**src/source/cpu_pkg.sv**
```systemverilog
package cpu_pkg;

    localparam int NIBBLE_W = 4;
    localparam int INST_W = 2 * NIBBLE_W;

    typedef logic [NIBBLE_W-1:0] nibble_t;
    typedef logic [INST_W-1:0] inst_t;

    // Subcycles of one system cycle
    typedef enum logic [2:0] {
        A1, A2, A3, M1, M2, X1, X2, X3
    } phase_t;

    // High nibble of the instruction byte
    typedef enum logic [3:0] {
        OP_NOP, OP_JCN, OP_FIM, OP_FIN,
        OP_JUN, OP_JMS, OP_INC, OP_ISZ,
        OP_ADD, OP_SUB, OP_LD, OP_XCH,
        OP_BBL, OP_LDM, OP_IO, OP_ACC
    } opcode_t;

    // Low nibble within the accumulator group
    typedef enum logic [3:0] {
        ACC_CLB, ACC_CLC, ACC_IAC, ACC_CMC,
        ACC_CMA, ACC_RAL, ACC_RAR, ACC_TCC,
        ACC_DAC, ACC_TCS, ACC_STC, ACC_DAA,
        ACC_KBP
    } acc_op_t;

    typedef enum logic [2:0] {
        ALU_ADD, ALU_PASS, ALU_ROL, ALU_ROR, ALU_DEC_A, ALU_LG2_1
    } alu_op_t;

    typedef enum logic [2:0] {
        IN0_REG, IN0_REG_INV, IN0_ACC, IN0_ACC_INV, IN0_DATA
    } alu_in0_sel_t;

    typedef enum logic [1:0] {
        IN1_ACC, IN1_ONE, IN1_ONE_INV
    } alu_in1_sel_t;

    typedef enum logic [1:0] {
        CIN_ZERO, CIN_ONE, CIN_CARRY, CIN_CARRY_INV
    } alu_cin_sel_t;

    typedef enum logic [2:0] {
        ACC_IN_FROM_ALU, ACC_IN_FROM_REG, ACC_IN_FROM_IMM,
        ACC_IN_FROM_CARRY, ACC_IN_FROM_CARRY2
    } acc_in_sel_t;

    typedef enum logic [1:0] {
        REG_IN_FROM_ALU, REG_IN_FROM_ACC, REG_IN_FROM_DATA
    } reg_in_sel_t;

    typedef enum logic [1:0] {
        PC_FROM_DATA, PC_FROM_INST, PC_FROM_REG
    } pc_next_sel_t;

    typedef enum logic [1:0] {
        STACK_NOP, STACK_PUSH, STACK_POP
    } pc_stack_op_t;

    // PARTNER flips bit 0 to reach the other register of a pair
    typedef enum logic [1:0] {
        OPND_INST, OPND_PARTNER, OPND_R0, OPND_R1
    } operand_sel_t;

    // One enable per PC nibble
    typedef logic [2:0] pc_nibble_t;
    localparam int PC_LOW = 0;
    localparam int PC_MID = 1;
    localparam int PC_HIGH = 2;

endpackage

```
**src/source/datapath_ctrl_if.sv**
```systemverilog
`timescale 1ns/1ps

interface datapath_ctrl_if;
    import cpu_pkg::*;

    // Accumulator and carry
    logic clear_carry;
    logic write_carry;
    logic clear_accumulator;
    logic write_accumulator;
    acc_in_sel_t acc_input_sel;

    // Register file
    logic write_register;
    reg_in_sel_t reg_input_sel;
    logic reg_out_enable;
    operand_sel_t operand_sel;

    // ALU
    alu_op_t alu_op;
    alu_in0_sel_t alu_in0_sel;
    alu_in1_sel_t alu_in1_sel;
    alu_cin_sel_t alu_cin_sel;

    // Program counter and address stack
    pc_next_sel_t pc_next_sel;
    pc_nibble_t pc_write_enable;
    pc_stack_op_t pc_control;

    modport decoder (
        output clear_carry, write_carry, clear_accumulator, write_accumulator,
        output acc_input_sel, write_register, reg_input_sel, reg_out_enable, operand_sel,
        output alu_op, alu_in0_sel, alu_in1_sel, alu_cin_sel,
        output pc_next_sel, pc_write_enable, pc_control
    );

    modport sink (
        input clear_carry, write_carry, clear_accumulator, write_accumulator,
        input acc_input_sel, write_register, reg_input_sel, reg_out_enable, operand_sel,
        input alu_op, alu_in0_sel, alu_in1_sel, alu_cin_sel,
        input pc_next_sel, pc_write_enable, pc_control
    );

endinterface

```
**src/source/cpu_control.sv**
```systemverilog
`timescale 1ns/1ps

module cpu_control (
    input logic clock,
    input logic reset,
    input cpu_pkg::nibble_t data,
    input logic take_branch,
    input logic reg_is_zero,
    output logic sync,
    output cpu_pkg::phase_t cycle,
    output cpu_pkg::nibble_t inst_operand,
    output logic clear_carry,
    output logic write_carry,
    output logic clear_accumulator,
    output logic write_accumulator,
    output cpu_pkg::acc_in_sel_t acc_input_sel,
    output logic write_register,
    output cpu_pkg::reg_in_sel_t reg_input_sel,
    output cpu_pkg::alu_op_t alu_op,
    output cpu_pkg::alu_in0_sel_t alu_in0_sel,
    output cpu_pkg::alu_in1_sel_t alu_in1_sel,
    output cpu_pkg::alu_cin_sel_t alu_cin_sel,
    output cpu_pkg::pc_next_sel_t pc_next_sel,
    output cpu_pkg::pc_nibble_t pc_write_enable,
    output cpu_pkg::pc_stack_op_t pc_control,
    output logic reg_out_enable
);
    import cpu_pkg::*;

    inst_t inst;
    logic two_word;
    logic two_word_start;

    datapath_ctrl_if word2_ctrl ();
    datapath_ctrl_if ctrl ();

    instruction_sequencer u_sequencer (
        .clock          (clock),
        .reset          (reset),
        .data           (data),
        .two_word_start (two_word_start),
        .operand_sel    (ctrl.operand_sel),
        .phase          (cycle),
        .sync           (sync),
        .inst           (inst),
        .two_word       (two_word),
        .inst_operand   (inst_operand)
    );

    instruction_decode u_decode (
        .phase          (cycle),
        .inst           (inst),
        .two_word       (two_word),
        .word2_ctrl     (word2_ctrl.sink),
        .ctrl           (ctrl.decoder),
        .two_word_start (two_word_start)
    );

    two_word_decode u_two_word (
        .phase       (cycle),
        .inst        (inst),
        .take_branch (take_branch),
        .reg_is_zero (reg_is_zero),
        .ctrl        (word2_ctrl.decoder)
    );

    // Datapath controls leave the chip as plain ports
    assign clear_carry = ctrl.clear_carry;
    assign write_carry = ctrl.write_carry;
    assign clear_accumulator = ctrl.clear_accumulator;
    assign write_accumulator = ctrl.write_accumulator;
    assign acc_input_sel = ctrl.acc_input_sel;
    assign write_register = ctrl.write_register;
    assign reg_input_sel = ctrl.reg_input_sel;
    assign alu_op = ctrl.alu_op;
    assign alu_in0_sel = ctrl.alu_in0_sel;
    assign alu_in1_sel = ctrl.alu_in1_sel;
    assign alu_cin_sel = ctrl.alu_cin_sel;
    assign pc_next_sel = ctrl.pc_next_sel;
    assign pc_write_enable = ctrl.pc_write_enable;
    assign pc_control = ctrl.pc_control;
    assign reg_out_enable = ctrl.reg_out_enable;

endmodule

```
**src/source/instruction_decode.sv**
```systemverilog
`timescale 1ns/1ps

module instruction_decode (
    input cpu_pkg::phase_t phase,
    input cpu_pkg::inst_t inst,
    input logic two_word,
    datapath_ctrl_if.sink word2_ctrl,
    datapath_ctrl_if.decoder ctrl,
    output logic two_word_start
);
    import cpu_pkg::*;

    opcode_t opcode;
    acc_op_t acc_op;

    assign opcode = opcode_t'(inst[7:4]);
    assign acc_op = acc_op_t'(inst[3:0]);

    always_comb begin
        ctrl.clear_carry = 1'b0;
        ctrl.write_carry = 1'b0;
        ctrl.clear_accumulator = 1'b0;
        ctrl.write_accumulator = 1'b0;
        ctrl.acc_input_sel = ACC_IN_FROM_ALU;
        ctrl.write_register = 1'b0;
        ctrl.reg_input_sel = REG_IN_FROM_ALU;
        ctrl.reg_out_enable = 1'b0;
        ctrl.operand_sel = OPND_INST;
        ctrl.alu_op = ALU_ADD;
        ctrl.alu_in0_sel = IN0_REG;
        ctrl.alu_in1_sel = IN1_ACC;
        ctrl.alu_cin_sel = CIN_ZERO;
        ctrl.pc_next_sel = PC_FROM_DATA;
        ctrl.pc_write_enable = '0;
        ctrl.pc_control = STACK_NOP;
        two_word_start = 1'b0;

        if (two_word) begin
            // Second system cycle is decoded separately
            ctrl.clear_carry = word2_ctrl.clear_carry;
            ctrl.write_carry = word2_ctrl.write_carry;
            ctrl.clear_accumulator = word2_ctrl.clear_accumulator;
            ctrl.write_accumulator = word2_ctrl.write_accumulator;
            ctrl.acc_input_sel = word2_ctrl.acc_input_sel;
            ctrl.write_register = word2_ctrl.write_register;
            ctrl.reg_input_sel = word2_ctrl.reg_input_sel;
            ctrl.reg_out_enable = word2_ctrl.reg_out_enable;
            ctrl.operand_sel = word2_ctrl.operand_sel;
            ctrl.alu_op = word2_ctrl.alu_op;
            ctrl.alu_in0_sel = word2_ctrl.alu_in0_sel;
            ctrl.alu_in1_sel = word2_ctrl.alu_in1_sel;
            ctrl.alu_cin_sel = word2_ctrl.alu_cin_sel;
            ctrl.pc_next_sel = word2_ctrl.pc_next_sel;
            ctrl.pc_write_enable = word2_ctrl.pc_write_enable;
            ctrl.pc_control = word2_ctrl.pc_control;
        end else begin
            case (phase)
                A3: begin
                    // BBL returns through the address stack
                    if (opcode == OP_BBL) begin
                        ctrl.pc_control = STACK_POP;
                    end
                end
                X1: begin
                    case (opcode)
                        OP_JCN, OP_JUN, OP_JMS: two_word_start = 1'b1;
                        // Odd FIM slot is SRC, which is not supported
                        OP_FIM: two_word_start = !inst[0];
                        OP_FIN: begin
                            if (inst[0]) begin
                                // JIN, low PC nibble from the odd register
                                ctrl.pc_write_enable[PC_LOW] = 1'b1;
                                ctrl.pc_next_sel = PC_FROM_REG;
                            end else begin
                                two_word_start = 1'b1;
                            end
                        end
                        OP_INC, OP_ISZ: begin
                            ctrl.alu_in0_sel = IN0_REG;
                            ctrl.alu_in1_sel = IN1_ONE;
                            ctrl.alu_cin_sel = CIN_ZERO;
                            ctrl.reg_input_sel = REG_IN_FROM_ALU;
                            ctrl.write_register = 1'b1;
                            // ISZ branches on the result in its second word
                            two_word_start = (opcode == OP_ISZ);
                        end
                        OP_ADD, OP_SUB: begin
                            ctrl.alu_in0_sel = (opcode == OP_SUB) ? IN0_REG_INV : IN0_REG;
                            ctrl.alu_in1_sel = IN1_ACC;
                            ctrl.alu_cin_sel = (opcode == OP_SUB) ? CIN_CARRY_INV : CIN_CARRY;
                            ctrl.acc_input_sel = ACC_IN_FROM_ALU;
                            ctrl.write_accumulator = 1'b1;
                            ctrl.write_carry = 1'b1;
                        end
                        OP_LD, OP_XCH: begin
                            ctrl.acc_input_sel = ACC_IN_FROM_REG;
                            ctrl.write_accumulator = 1'b1;
                            // The old accumulator goes to the register for XCH
                            ctrl.reg_input_sel = REG_IN_FROM_ACC;
                            ctrl.write_register = (opcode == OP_XCH);
                        end
                        OP_BBL, OP_LDM: begin
                            ctrl.acc_input_sel = ACC_IN_FROM_IMM;
                            ctrl.write_accumulator = 1'b1;
                        end
                        OP_ACC: begin
                            case (acc_op)
                                ACC_CLB: begin
                                    ctrl.clear_accumulator = 1'b1;
                                    ctrl.clear_carry = 1'b1;
                                end
                                ACC_CLC: ctrl.clear_carry = 1'b1;
                                ACC_CMC, ACC_STC: begin
                                    // Carry out of a PASS is the selected carry in
                                    ctrl.alu_op = ALU_PASS;
                                    ctrl.alu_cin_sel =
                                        (acc_op == ACC_STC) ? CIN_ONE : CIN_CARRY_INV;
                                    ctrl.write_carry = 1'b1;
                                end
                                ACC_TCC, ACC_TCS: begin
                                    ctrl.acc_input_sel = (acc_op == ACC_TCS) ?
                                        ACC_IN_FROM_CARRY2 : ACC_IN_FROM_CARRY;
                                    ctrl.write_accumulator = 1'b1;
                                    ctrl.clear_carry = 1'b1;
                                end
                                ACC_IAC, ACC_CMA, ACC_RAL, ACC_RAR,
                                ACC_DAC, ACC_DAA, ACC_KBP: begin
                                    ctrl.alu_in0_sel = IN0_ACC;
                                    ctrl.acc_input_sel = ACC_IN_FROM_ALU;
                                    ctrl.write_accumulator = 1'b1;
                                    // CMA and KBP leave the carry alone
                                    ctrl.write_carry = (acc_op != ACC_CMA) && (acc_op != ACC_KBP);
                                    case (acc_op)
                                        ACC_IAC: ctrl.alu_in1_sel = IN1_ONE;
                                        ACC_CMA: begin
                                            ctrl.alu_op = ALU_PASS;
                                            ctrl.alu_in0_sel = IN0_ACC_INV;
                                        end
                                        ACC_RAL: begin
                                            ctrl.alu_op = ALU_ROL;
                                            ctrl.alu_cin_sel = CIN_CARRY;
                                        end
                                        ACC_RAR: begin
                                            ctrl.alu_op = ALU_ROR;
                                            ctrl.alu_cin_sel = CIN_CARRY;
                                        end
                                        ACC_DAC: begin
                                            // A + 1110 + 1 leaves borrow as inverted carry
                                            ctrl.alu_in1_sel = IN1_ONE_INV;
                                            ctrl.alu_cin_sel = CIN_ONE;
                                        end
                                        ACC_DAA: begin
                                            ctrl.alu_op = ALU_DEC_A;
                                            ctrl.alu_cin_sel = CIN_CARRY;
                                        end
                                        default: ctrl.alu_op = ALU_LG2_1;
                                    endcase
                                end
                                default: ;
                            endcase
                        end
                        default: ;
                    endcase
                end
                X2: begin
                    // JIN, middle PC nibble from the even register
                    if (opcode == OP_FIN && inst[0]) begin
                        ctrl.operand_sel = OPND_PARTNER;
                        ctrl.pc_write_enable[PC_MID] = 1'b1;
                        ctrl.pc_next_sel = PC_FROM_REG;
                    end
                end
                default: ;
            endcase
        end
    end

endmodule

```
**src/source/instruction_sequencer.sv**
```systemverilog
`timescale 1ns/1ps

module instruction_sequencer (
    input logic clock,
    input logic reset,
    input cpu_pkg::nibble_t data,
    input logic two_word_start,
    input cpu_pkg::operand_sel_t operand_sel,
    output cpu_pkg::phase_t phase,
    output logic sync,
    output cpu_pkg::inst_t inst,
    output logic two_word,
    output cpu_pkg::nibble_t inst_operand
);
    import cpu_pkg::*;

    // Free-running subcycle counter, X3 wraps to A1
    always_ff @(posedge clock) begin
        if (reset) begin
            phase <= A1;
        end else begin
            phase <= phase_t'(phase + 3'd1);
        end
    end

    // Marks the start of the next system cycle
    assign sync = (phase != X3);

    // Opcode nibble arrives in M1, operand nibble in M2
    // The second word of a two-word instruction is address or data, not an opcode
    always_ff @(posedge clock) begin
        if (reset) begin
            inst <= '0;
        end else if (!two_word) begin
            if (phase == M1) begin
                inst[7:4] <= data;
            end else if (phase == M2) begin
                inst[3:0] <= data;
            end
        end
    end

    // Set at the end of X1 of the first word, cleared at the end of X1 of the second
    always_ff @(posedge clock) begin
        if (reset) begin
            two_word <= 1'b0;
        end else if (phase == X1) begin
            two_word <= !two_word && two_word_start;
        end
    end

    always_comb begin
        case (operand_sel)
            OPND_PARTNER: inst_operand = {inst[3:1], ~inst[0]};
            OPND_R0:      inst_operand = 4'h0;
            OPND_R1:      inst_operand = 4'h1;
            default:      inst_operand = inst[3:0];
        endcase
    end

endmodule

```
**src/source/two_word_decode.sv**
```systemverilog
`timescale 1ns/1ps

module two_word_decode (
    input cpu_pkg::phase_t phase,
    input cpu_pkg::inst_t inst,
    input logic take_branch,
    input logic reg_is_zero,
    datapath_ctrl_if.decoder ctrl
);
    import cpu_pkg::*;

    opcode_t opcode;
    logic jump;
    logic long_jump;
    logic pair_fetch;

    assign opcode = opcode_t'(inst[7:4]);

    // Which part of the second word this instruction consumes
    always_comb begin
        jump = 1'b0;
        long_jump = 1'b0;
        pair_fetch = 1'b0;
        case (opcode)
            OP_JCN: jump = take_branch;
            OP_ISZ: jump = !reg_is_zero;
            OP_JUN, OP_JMS: begin
                jump = 1'b1;
                long_jump = 1'b1;
            end
            OP_FIM, OP_FIN: pair_fetch = 1'b1;
            default: ;
        endcase
    end

    always_comb begin
        ctrl.clear_carry = 1'b0;
        ctrl.write_carry = 1'b0;
        ctrl.clear_accumulator = 1'b0;
        ctrl.write_accumulator = 1'b0;
        ctrl.acc_input_sel = ACC_IN_FROM_ALU;
        ctrl.write_register = 1'b0;
        ctrl.reg_input_sel = REG_IN_FROM_ALU;
        ctrl.reg_out_enable = 1'b0;
        ctrl.operand_sel = OPND_INST;
        ctrl.alu_op = ALU_ADD;
        ctrl.alu_in0_sel = IN0_REG;
        ctrl.alu_in1_sel = IN1_ACC;
        ctrl.alu_cin_sel = CIN_ZERO;
        ctrl.pc_next_sel = PC_FROM_DATA;
        ctrl.pc_write_enable = '0;
        ctrl.pc_control = STACK_NOP;

        case (phase)
            A1, A2: begin
                // FIN puts the pair R0R1 out as the fetch address, R1 first
                if (opcode == OP_FIN) begin
                    ctrl.reg_out_enable = 1'b1;
                    ctrl.operand_sel = (phase == A1) ? OPND_R1 : OPND_R0;
                end
            end
            A3: begin
                // Save the return address before the PC is overwritten
                if (opcode == OP_JMS) begin
                    ctrl.pc_control = STACK_PUSH;
                end
            end
            M1, M2: begin
                if (jump) begin
                    ctrl.pc_next_sel = PC_FROM_DATA;
                    ctrl.pc_write_enable[PC_MID] = (phase == M1);
                    ctrl.pc_write_enable[PC_LOW] = (phase == M2);
                end
                if (pair_fetch) begin
                    ctrl.reg_input_sel = REG_IN_FROM_DATA;
                    ctrl.write_register = 1'b1;
                    ctrl.operand_sel = (phase == M2) ? OPND_PARTNER : OPND_INST;
                end
            end
            X1: begin
                // Top PC nibble comes from the first word's operand
                if (long_jump) begin
                    ctrl.pc_next_sel = PC_FROM_INST;
                    ctrl.pc_write_enable[PC_HIGH] = 1'b1;
                end
            end
            default: ;
        endcase
    end

endmodule

```
**config.mk**
```make
export PLATFORM = sky130hd
export DESIGN_NAME = cpu_control
export DESIGN_NICKNAME = d
export VERILOG_FILES = /design/src/source/cpu_pkg.sv /design/src/source/datapath_ctrl_if.sv /design/src/source/cpu_control.sv /design/src/source/instruction_decode.sv /design/src/source/instruction_sequencer.sv /design/src/source/two_word_decode.sv
export SDC_FILE = /design/constraint.sdc
export NUM_CORES = 1
export LEC_CHECK = 0
export CAP_MARGIN = 30
export CELL_PAD_IN_SITES_DETAIL_PLACEMENT = 1
export CELL_PAD_IN_SITES_GLOBAL_PLACEMENT = 1
export CORE_MARGIN = 10
export CORE_UTILIZATION = 45
export CTS_CLUSTER_SIZE = 20
export DETAILED_ROUTE_END_ITERATION = 10
export DONT_BUFFER_PORTS = 1
export PLACE_DENSITY = 0.9
export SKIP_CTS_REPAIR_TIMING = 1
export SLEW_MARGIN = 5
export SYNTH_ARGS = -nofsm -noshare
export SYNTH_HDL_FRONTEND = slang
export SYNTH_SLANG_ARGS = --single-unit
```
**constraint.sdc**
```tcl
create_clock -name clock -period 5.4 [get_ports clock]
set_clock_uncertainty 0.2 [all_clocks]
set_input_delay 1.35 -clock clock [delete_from_list [all_inputs] [get_ports clock]]
set_output_delay 1.35 -clock clock [all_outputs]
set_load 0.01 [all_outputs]
```
# Word level (Yosys, flattened, before mapping)
# Cells that the tools add are included.
[word_totals]
regBits = 12
in_bits = 8
[classes]
n_addsub = 1
n_eq_ne = 38
muxes = 96
bitwise = 3
n_reduce_logical = 27
[op_table]
columns = ["op", "n"]
rows = [
  ["2-bit two-way mux", 26],
  ["4-bit == test, second input constant", 12],
  ["1-bit two-way mux", 42],
  ["4-bit by 3-bit == test with 1-bit output, second input constant", 8],
  ["3-bit two-way mux", 10],
  ["2-bit case mux with 2 select lines", 7],
  ["2-bit OR reduction", 11],
  ["4-bit by 2-bit == test with 1-bit output, second input constant", 4],
  ["3-bit case mux with 5 select lines", 1],
  ["3-bit case mux with 2 select lines", 2],
  ["4-bit case mux with 3 select lines", 1],
  ["3-bit == test, second input constant", 3],
  ["3-bit case mux with 3 select lines", 1],
  ["9-bit OR reduction", 1],
  ["4-bit by 1-bit == test with 1-bit output, second input constant", 2],
  ["1-bit case mux with 2 select lines", 4],
  ["7-bit OR reduction", 1],
  ["3-bit by 2-bit == test with 1-bit output, second input constant", 2],
  ["3-bit OR reduction", 2],
  ["6-bit OR reduction", 1],
  ["2-bit == test, second input constant", 2],
  ["4-bit zero test", 1],
  ["4-bit by 3-bit inequality test with 1-bit output, second input constant", 1],
  ["4-bit inequality test, second input constant", 1],
  ["13 further kinds", 19],
]

# Logic depth before layout (Yosys ltp)
# Gate-level depths: netlist of run 1.
[depth]
word_depth = 8
ltp_mapped = 6

# By module
# A second synthesis of run 1 with hierarchy kept.
[hier_totals]
cells_unflattened = 218
area_unflattened_um2 = 1572.8
[modules_own_cells]
columns = ["mod", "n_inst", "cells_each", "area_per_inst_um2", "seq_area_each_um2"]
rows = [
  ["instruction_decode", 1, 115, 759.5, 0.0],
  ["instruction_sequencer", 1, 58, 528.0, 240.2],
  ["two_word_decode", 1, 45, 285.3, 0.0],
]

# Least setup slack after synthesis of run 1
# OpenSTA, ideal clock, no wires.
[synth_timing]
path_kind = "in2out"
from = "input port reg_is_zero"
to = "output port pc_write_enable[0]"
t_arrival_ps = 1993
required_ps = 3850
setup_slack_ps = 1857
cell_stages = 3
n_path_buf = 0
cell_sequence = "o22ai_1 > a21boi_0 > o32ai_1"
[synth_between]
elab_chain_cells = 5
[synth_lines]
columns = ["item", "line", "rtl"]
rows = [
  ["start, declared", "cpu_control.sv:8", "input logic reg_is_zero,"],
  ["1-bit zero test", "two_word_decode.sv:26", "OP_ISZ: jump = !reg_is_zero;"],
  ["1-bit case mux with 3 select lines", "two_word_decode.sv:24", "case (opcode)"],
  ["2-bit two-way mux", "two_word_decode.sv:69", "if (jump) begin"],
  ["2-bit two-way mux", "two_word_decode.sv:54", "case (phase)"],
  ["2-bit two-way mux", "instruction_decode.sv:38", "if (two_word) begin"],
  ["end, declared", "cpu_control.sv:24", "output cpu_pkg::pc_nibble_t pc_write_enable,"],
]
# No other way between the ends.

# Final worst setup path of run 1
[layout_timing]
from = "input port take_branch"
to = "output port pc_write_enable[0]"
[layout_between]
elab_chain_cells = 4
[layout_lines]
columns = ["item", "line", "rtl"]
rows = [
  ["start, declared", "cpu_control.sv:7", "input logic take_branch,"],
  ["1-bit case mux with 3 select lines", "two_word_decode.sv:24", ""],
  ["2-bit two-way mux", "two_word_decode.sv:69", ""],
  ["2-bit two-way mux", "two_word_decode.sv:54", ""],
  ["2-bit two-way mux", "instruction_decode.sv:38", ""],
]
# No other way between the ends.

==> metrics.md, run 1 <==
| Metric | Value |
|---|---|
| Initial Utilization | `0.4828` |
| Async S/R FF share, synth | `0` |
| Endpoints failing hold | `0` |
| Grt ovf | `0` |
| HP Class | `register to register` |
| Area growth syn-to-layout | `-0.5093%` |
| Crit path max fanout | `2` |
| Vias in the first global route | `between 1,000 and 1,500` |
| Setup TNS | `0 ns` |
| Commonest cells in the netlist | `nor2_1 (22), nand2_1 (16), a21oi_1 (14), dfxtp_1 (12), inv_1 (9)` |
| N_diodes | `0` |
| Fill cells | `~350` |
| Post-Syn Instances | `169` |
| Synth area leader | `dfxtp_1` |
| Detailed placer's ending HPWL | `3050 µm` |
| Avg Synthesized Cell Area | `7.270 µm²` |
| Area fraction of the dominant cell type after synthesis | `0.1955` |
| Top cells by area, synth | `dfxtp_1 (20%), nor2_1 (6.7%), ha_1 (6.1%)` |
| Worst VDD drop | `0.1711 mV` |
| Site row count | `18` |
| Worst setup margin | `1.629 ns` |
| Syn_nets | `around 180` |
| PD cells | `167.7 nW/µm²` |
| DRC errors left | `0` |
| Max Slew Vio Count | `0` |
| PortBufs | `0` |
| WP data arrival | `2.22 ns` |
| Area of the multi-input gates | `874.6 µm²` |
| Placer Congestion | `0.8555` |
| Top sig layer | `met4` |
| Via Count | `1,191` |
| Die ar. | `5221 µm²` |
| Worst path required time | `just under 4 ns` |
| Post-route ant nets | `0` |
| Initial antenna violation count | `0` |
| GRT Total Usage | `0.1418` |
| Status | `finished, final reports clean` |
| DRT met1 WL | `1596 µm` |
| CP Capture Type | `output port` |
| Slew Limit Headroom | `0.5420` |
| Yosys reg bits | `12` |
| First-pass GRT wire length | `around 6100 µm` |
| Total CTS buffers | `3` |
| Min Tclk post-route | `3.771 ns` |
| Largest net degree at the start of global routing | `17` |
| CTS tree | `yes` |
| Final #Nets | `176` |
| Number of synthesized flops with an enable pin | `0` |
| Leakage | `0.0004078 µW` |
| Count leader, synth | `nor2_1` |
| Yosys warning count | `0` |
| Routed met3 length | `between 150 and 200 µm` |
| DR WL/cell | `19.96 µm` |
| Max Clk Rate | `0.2652 GHz` |
| Root buf cell | `clkbuf_4` |
| Max-cap check violation count | `0` |
| First-pass DRT Iterations | `4` |
| RSZ-0062 raised after global routing | `false` |
| Core area | `2545 µm²` |
| Slew @ Worst Pin | `0.6818 ns` |
| Die H | `72.26 µm` |
| Tcrit/Tclk final | `0.6984` |
| Routed vias/inst | `6.236` |
| Most used flip-flop cell after synthesis | `dfxtp_1` |
| Met2 Wirelength | `2016 µm` |
| H-tree depth | `1` |
| CP Launch Type | `primary input` |
| CTS clk-pin slew, worst paths | `0.06 ns` |
| Clk Latency, worst-skew pair | `0.27 ns` |
| Clock tree sinks | `12` |
| Clock Tree Buf Depth | `2` |
| Distinct cells, synth | `53` |
| Die W | `~72 µm` |
| Sequential Area | `roughly 240 µm²` |
| Kind of critical path | `primary input to output port` |
| Final setup violating endpoints | `0` |
| Netlist area before placement | `1229 µm²` |
| Pre-CTS WS | `1.628 ns` |
| DR iter-0 viols | `61` |
| Register area share after synthesis | `0.1955` |
| Share of layout cells above drive strength 1 | `0.09938` |
| # IOs | `44` |
| Final wirelength | `3813 µm` |
flip-flops by register name (all words and copies together) (netlist names):
register              cells
u_sequencer.phase         3
u_sequencer.inst          8
u_sequencer.two_word      1
power breakdown:
part           switching [µW]  internal, µW
clock network            28.0          41.0
registers                10.9          92.1
logic                    19.5          13.4
total                    58.4           147
cell families after synthesis:
logic type                 Yosys count  share of synthesized area
AOI/OAI and AO/OA                   37                     0.2139
buffers and inverters               21                    0.09266
xor gates and xnor gates             1                   0.007130
adders and majority gates            6                    0.06110
muxes                                4                    0.03259
DFF                                 12                     0.1955
and+or+nand+nor                     87                     0.3941
other                                1                   0.003052
worst max-delay path, stage by stage:
cell,delay [ns]
inv_1,0.02
o22ai_1,0.10
a21boi_0,0.16
o32ai_1,0.58
metal layers:
layer,track usage,up-vias
met5,0,-
met2,0.2566,24
li1,-,570
met1,0.1575,595
met4,0.03871,0
met3,0.03810,2
final timing paths:
check / start / endpoint / slack, ns / cells past startpoint
max: take_branch / pc_write_enable[0] / 1.63 / 4
min: u_sequencer.phase[0] / u_sequencer.phase[0] / 0.34 / 1
max reg2reg: u_sequencer.phase[2] / u_sequencer.inst[1] / 3.40 / 5
min reg2reg: u_sequencer.phase[0] / u_sequencer.phase[0] / 0.34 / 1
metrics by stage:
step | hold slack (ns) | power, µW | std cells | util | area (µm²)
6_report | 0.3364 | 205.0 | 191 | 0.4803 | 1222
5_1_grt | 0.3725 | 218.0 | 191 | 0.4803 | 1222
4_1_cts | 0.3522 | 208.6 | 191 | 0.4803 | 1222
3_5_place_dp | 0.3370 | 138.4 | 187 | 0.4661 | 1186
3_3_place_gp | 0.3221 | 134.9 | 187 | 0.4661 | 1186
2_1_floorplan | 0.2914 | 132.1 | 169 | - | 1229
cells in the final DEF (no fill, tap or decap), drive strengths merged, types with 2 or more instances in the layout:
| cell | count |
|---|---|
| o21ai | 4 |
| a21o | 2 |
| a21boi | 2 |
| inv | 9 |
| nor2b | 9 |
| and3 | 2 |
| ha | 6 |
| a311oi | 2 |
| nand2b | 6 |
| nand3 | 6 |
| a31oi | 2 |
| a21oi | 14 |
| and2b | 2 |
| nor2 | 22 |
| mux2i | 4 |
| clkbuf | 4 |
| o32ai | 2 |
| dfxtp | 12 |
| nand4 | 2 |
| or2 | 2 |
| nor3 | 8 |
| nand2 | 17 |
| nand3b | 4 |
| nor3b | 3 |
final cells by class:
cell class | instances | share of cell area
tap | 30 | 0.03071
sequential | 12 | 0.1965
inverter | 9 | 0.02764
multi-input combinational | 136 | 0.7155
clock buffer | 4 | 0.02968
Power figures use the tool's default switching activity.
==> run 2, diff against run 1 <==
CORE_UTILIZATION = 39   (was 45)
PLACE_DENSITY = 0.83   (was 0.9)
clock period = 3.25 ns   (was 5.4 ns; I/O delays follow)
==> run 2 against run 1 <==
  * Non-clock buffer count grew 3
  * Flip-flop and latch count is the same
  * Count of clock-buffer cells in the layout is the same
  * Clock power grew 72%
  * Highest routed layer unchanged
  * Cell area grew 3.3%
==> metrics.md, run 2 (synthesized netlist as in run 1, its figures left out) <==
| Metric | Value |
|---|---|
| Status | `finished, final reports clean` |
| CP Capture Type | `output port` |
| Total CTS buffers | `3 (unchanged)` |
| Vias in the first global route | `1,238 (+3.8%)` |
| PD cells | `275.3 nW/µm² (+64%)` |
| First-pass DRT Iterations | `4 (unchanged)` |
| Met2 usage in global routing | `0.2117 (-0.04483)` |
| Site row count | `20 (+2)` |
| Initial Utilization | `0.4058 (-0.07701)` |
| Worst path required time | `2.24 ns (-1.61 ns)` |
| Tcrit/Tclk final | `0.9405` |
| Reg-to-reg setup timing slack | `1.14 ns (-2.26 ns)` |
| CTS clk-pin slew, worst paths | `0.08 ns (+0.02 ns)` |
| Min Tclk post-route | `3.057 ns` |
| N_diodes | `0 (unchanged)` |
| Core area | `3028 µm² (+19%)` |
| Commonest non-fill, non-tap cell in the layout | `nor2_1` |
| Critical path's top delay family | `simple AND/OR/NAND/NOR gates` |
| Commonest non-fill, non-tap cells in the layout | `nor2_1 (22), nand2_1 (16), a21oi_1 (14), dfxtp_1 (12), inv_1 (9)` |
| Post-route ant nets | `0 (unchanged)` |
| Max Clk Rate | `0.3272 GHz` |
| CTS tree | `yes` |
| Final #Nets | `179 (+1.7%)` |
| Biggest register | `u_sequencer.inst` |
| GRT Total Usage | `0.1303 (-0.01152)` |
| Area growth syn-to-layout | `2.749%` |
| Max-cap check violation count | `0 (unchanged)` |
| Placer Congestion | `0.8547 (about the same)` |
| Critical path buffers and inverters | `1 (unchanged)` |
| Final setup violating endpoints | `0 (unchanged)` |
| Crit path max fanout | `7 (+5)` |
| HP Class | `register to register` |
| Clk Latency, worst-skew pair | `0.28 ns (about the same)` |
| WP data arrival | `2.04 ns (-0.18 ns)` |
| Largest net degree at the start of global routing | `17 (unchanged)` |
| Final wirelength | `3940 µm (+3.3%)` |
| Routed vias/inst | `5.736 (-8.0%)` |
| Via Count | `1,193 (+0.17%)` |
| Tot Pwr | `347.5 µW (+70%)` |
| CP max stage delay | `0.41 ns (-0.17 ns)` |
| DRC errors left | `0 (unchanged)` |
| CP Launch Type | `register` |
| First-pass GRT wire length | `6492 µm (+5.6%)` |
| Met1 Usage GRT | `0.1639 (+0.006393)` |
| Max reg flops | `8 (unchanged)` |
| Die H | `76.13 µm (+5.4%)` |
| Fill cells | `390 (+12%)` |
| Slew Limit Headroom | `0.6140 (+0.07200)` |
| Crit path cell chain | `inv_1 -> ha_1 -> nand3b_4 -> or2_4 -> nor4_1` |
| Die W | `76.13 µm (+5.4%)` |
| H-tree depth | `1 (unchanged)` |
| Slowest CP cell | `nor4_1` |
| Worst VDD drop | `0.1748 mV (+2.2%)` |
| Post-layout util | `0.4169 (-0.06339)` |
| Setup TNS | `0 ns (unchanged)` |
| Endpoints failing hold | `0 (unchanged)` |
| Share of layout cells above drive strength 1 | `0.1159 (+0.01647)` |
| Met3 GRT Util | `0.02712 (-0.01097)` |
| Die ar. | `5796 µm² (+11%)` |
| Initial antenna violation count | `0 (unchanged)` |
| Top Registers | `u_sequencer.inst (8), u_sequencer.phase (3), u_sequencer.two_word (1)` |
| Root buf cell | `clkbuf_4` |
| Grt peak-use layer | `met2` |
| Max Slew Vio Count | `0 (unchanged)` |
| PortBufs | `0 (unchanged)` |
| Slew @ Worst Pin | `0.5741 ns (-0.1077 ns)` |
| Kind of critical path | `register to output port` |
| Clock Tree Buf Depth | `2 (unchanged)` |
| # IOs | `44 (unchanged)` |
| Clock tree sinks | `12 (unchanged)` |
| DR WL/cell | `18.94 µm (-5.1%)` |
| Leakage | `0.0004229 µW (+3.7%)` |
| Grt ovf | `0 (unchanged)` |
| Detailed placer's ending HPWL | `3113 µm (+2.0%)` |
| RSZ-0062 raised after global routing | `false` |
| DR iter-0 viols | `119 (+95%)` |
-- run 2: per-layer routing --
| metal | wire length [µm] | share of wire |
|---|---|---|
| met1 | 1776 | 0.45 |
| met2 | 1902 | 0.48 |
| met3 | 170 | 0.043 |
| met4 | 91 | 0.023 |
| met5 | 0 | 0 |
-- run 2: stage by stage --
step                worst slack, ns  area (µm²)  instances  hold slack (ns)
finish                       0.1933        1262        208           0.3487
global route                0.04789        1262        208           0.3826
CTS                          0.1637        1262        208           0.3558
detailed placement           0.4746        1226        204           0.3415
global placement             0.5207        1226        204           0.3200
floorplan                    0.6923        1229        169           0.2914
-- run 2: final timing paths --
| kind | start | end | cells past startpoint |
|---|---|---|---|
| worst max-delay path | u_sequencer.phase[1] | clear_accumulator | 5 |
| worst min-delay path | u_sequencer.phase[0] | u_sequencer.phase[0] | 1 |
| worst max register to register | u_sequencer.phase[2] | u_sequencer.inst[3] | 5 |
| worst min register to register | u_sequencer.phase[0] | u_sequencer.phase[0] | 1 |
-- run 2: power by group --
group	leakage, µW	switching [µW]	internal [µW]	total, µW
Clock	0.0000210	50.8	68.2	119
Sequential	0.0000975	17.5	153	171
Combinational	0.000304	34.6	23.3	57.9
Total	0.000423	103	245	348
-- run 2: layout make-up --
class | count | area (µm²) | share of cell area
Timing Repair Buffer | 3 | 22.52 | 0.01784
Clock buffer | 4 | 36.28 | 0.02874
Sequential cell | 12 | 240.2 | 0.1903
Multi-Input combinational cell | 136 | 874.6 | 0.6928
Inverter | 9 | 33.78 | 0.02676
Tap cell | 44 | 55.05 | 0.04361
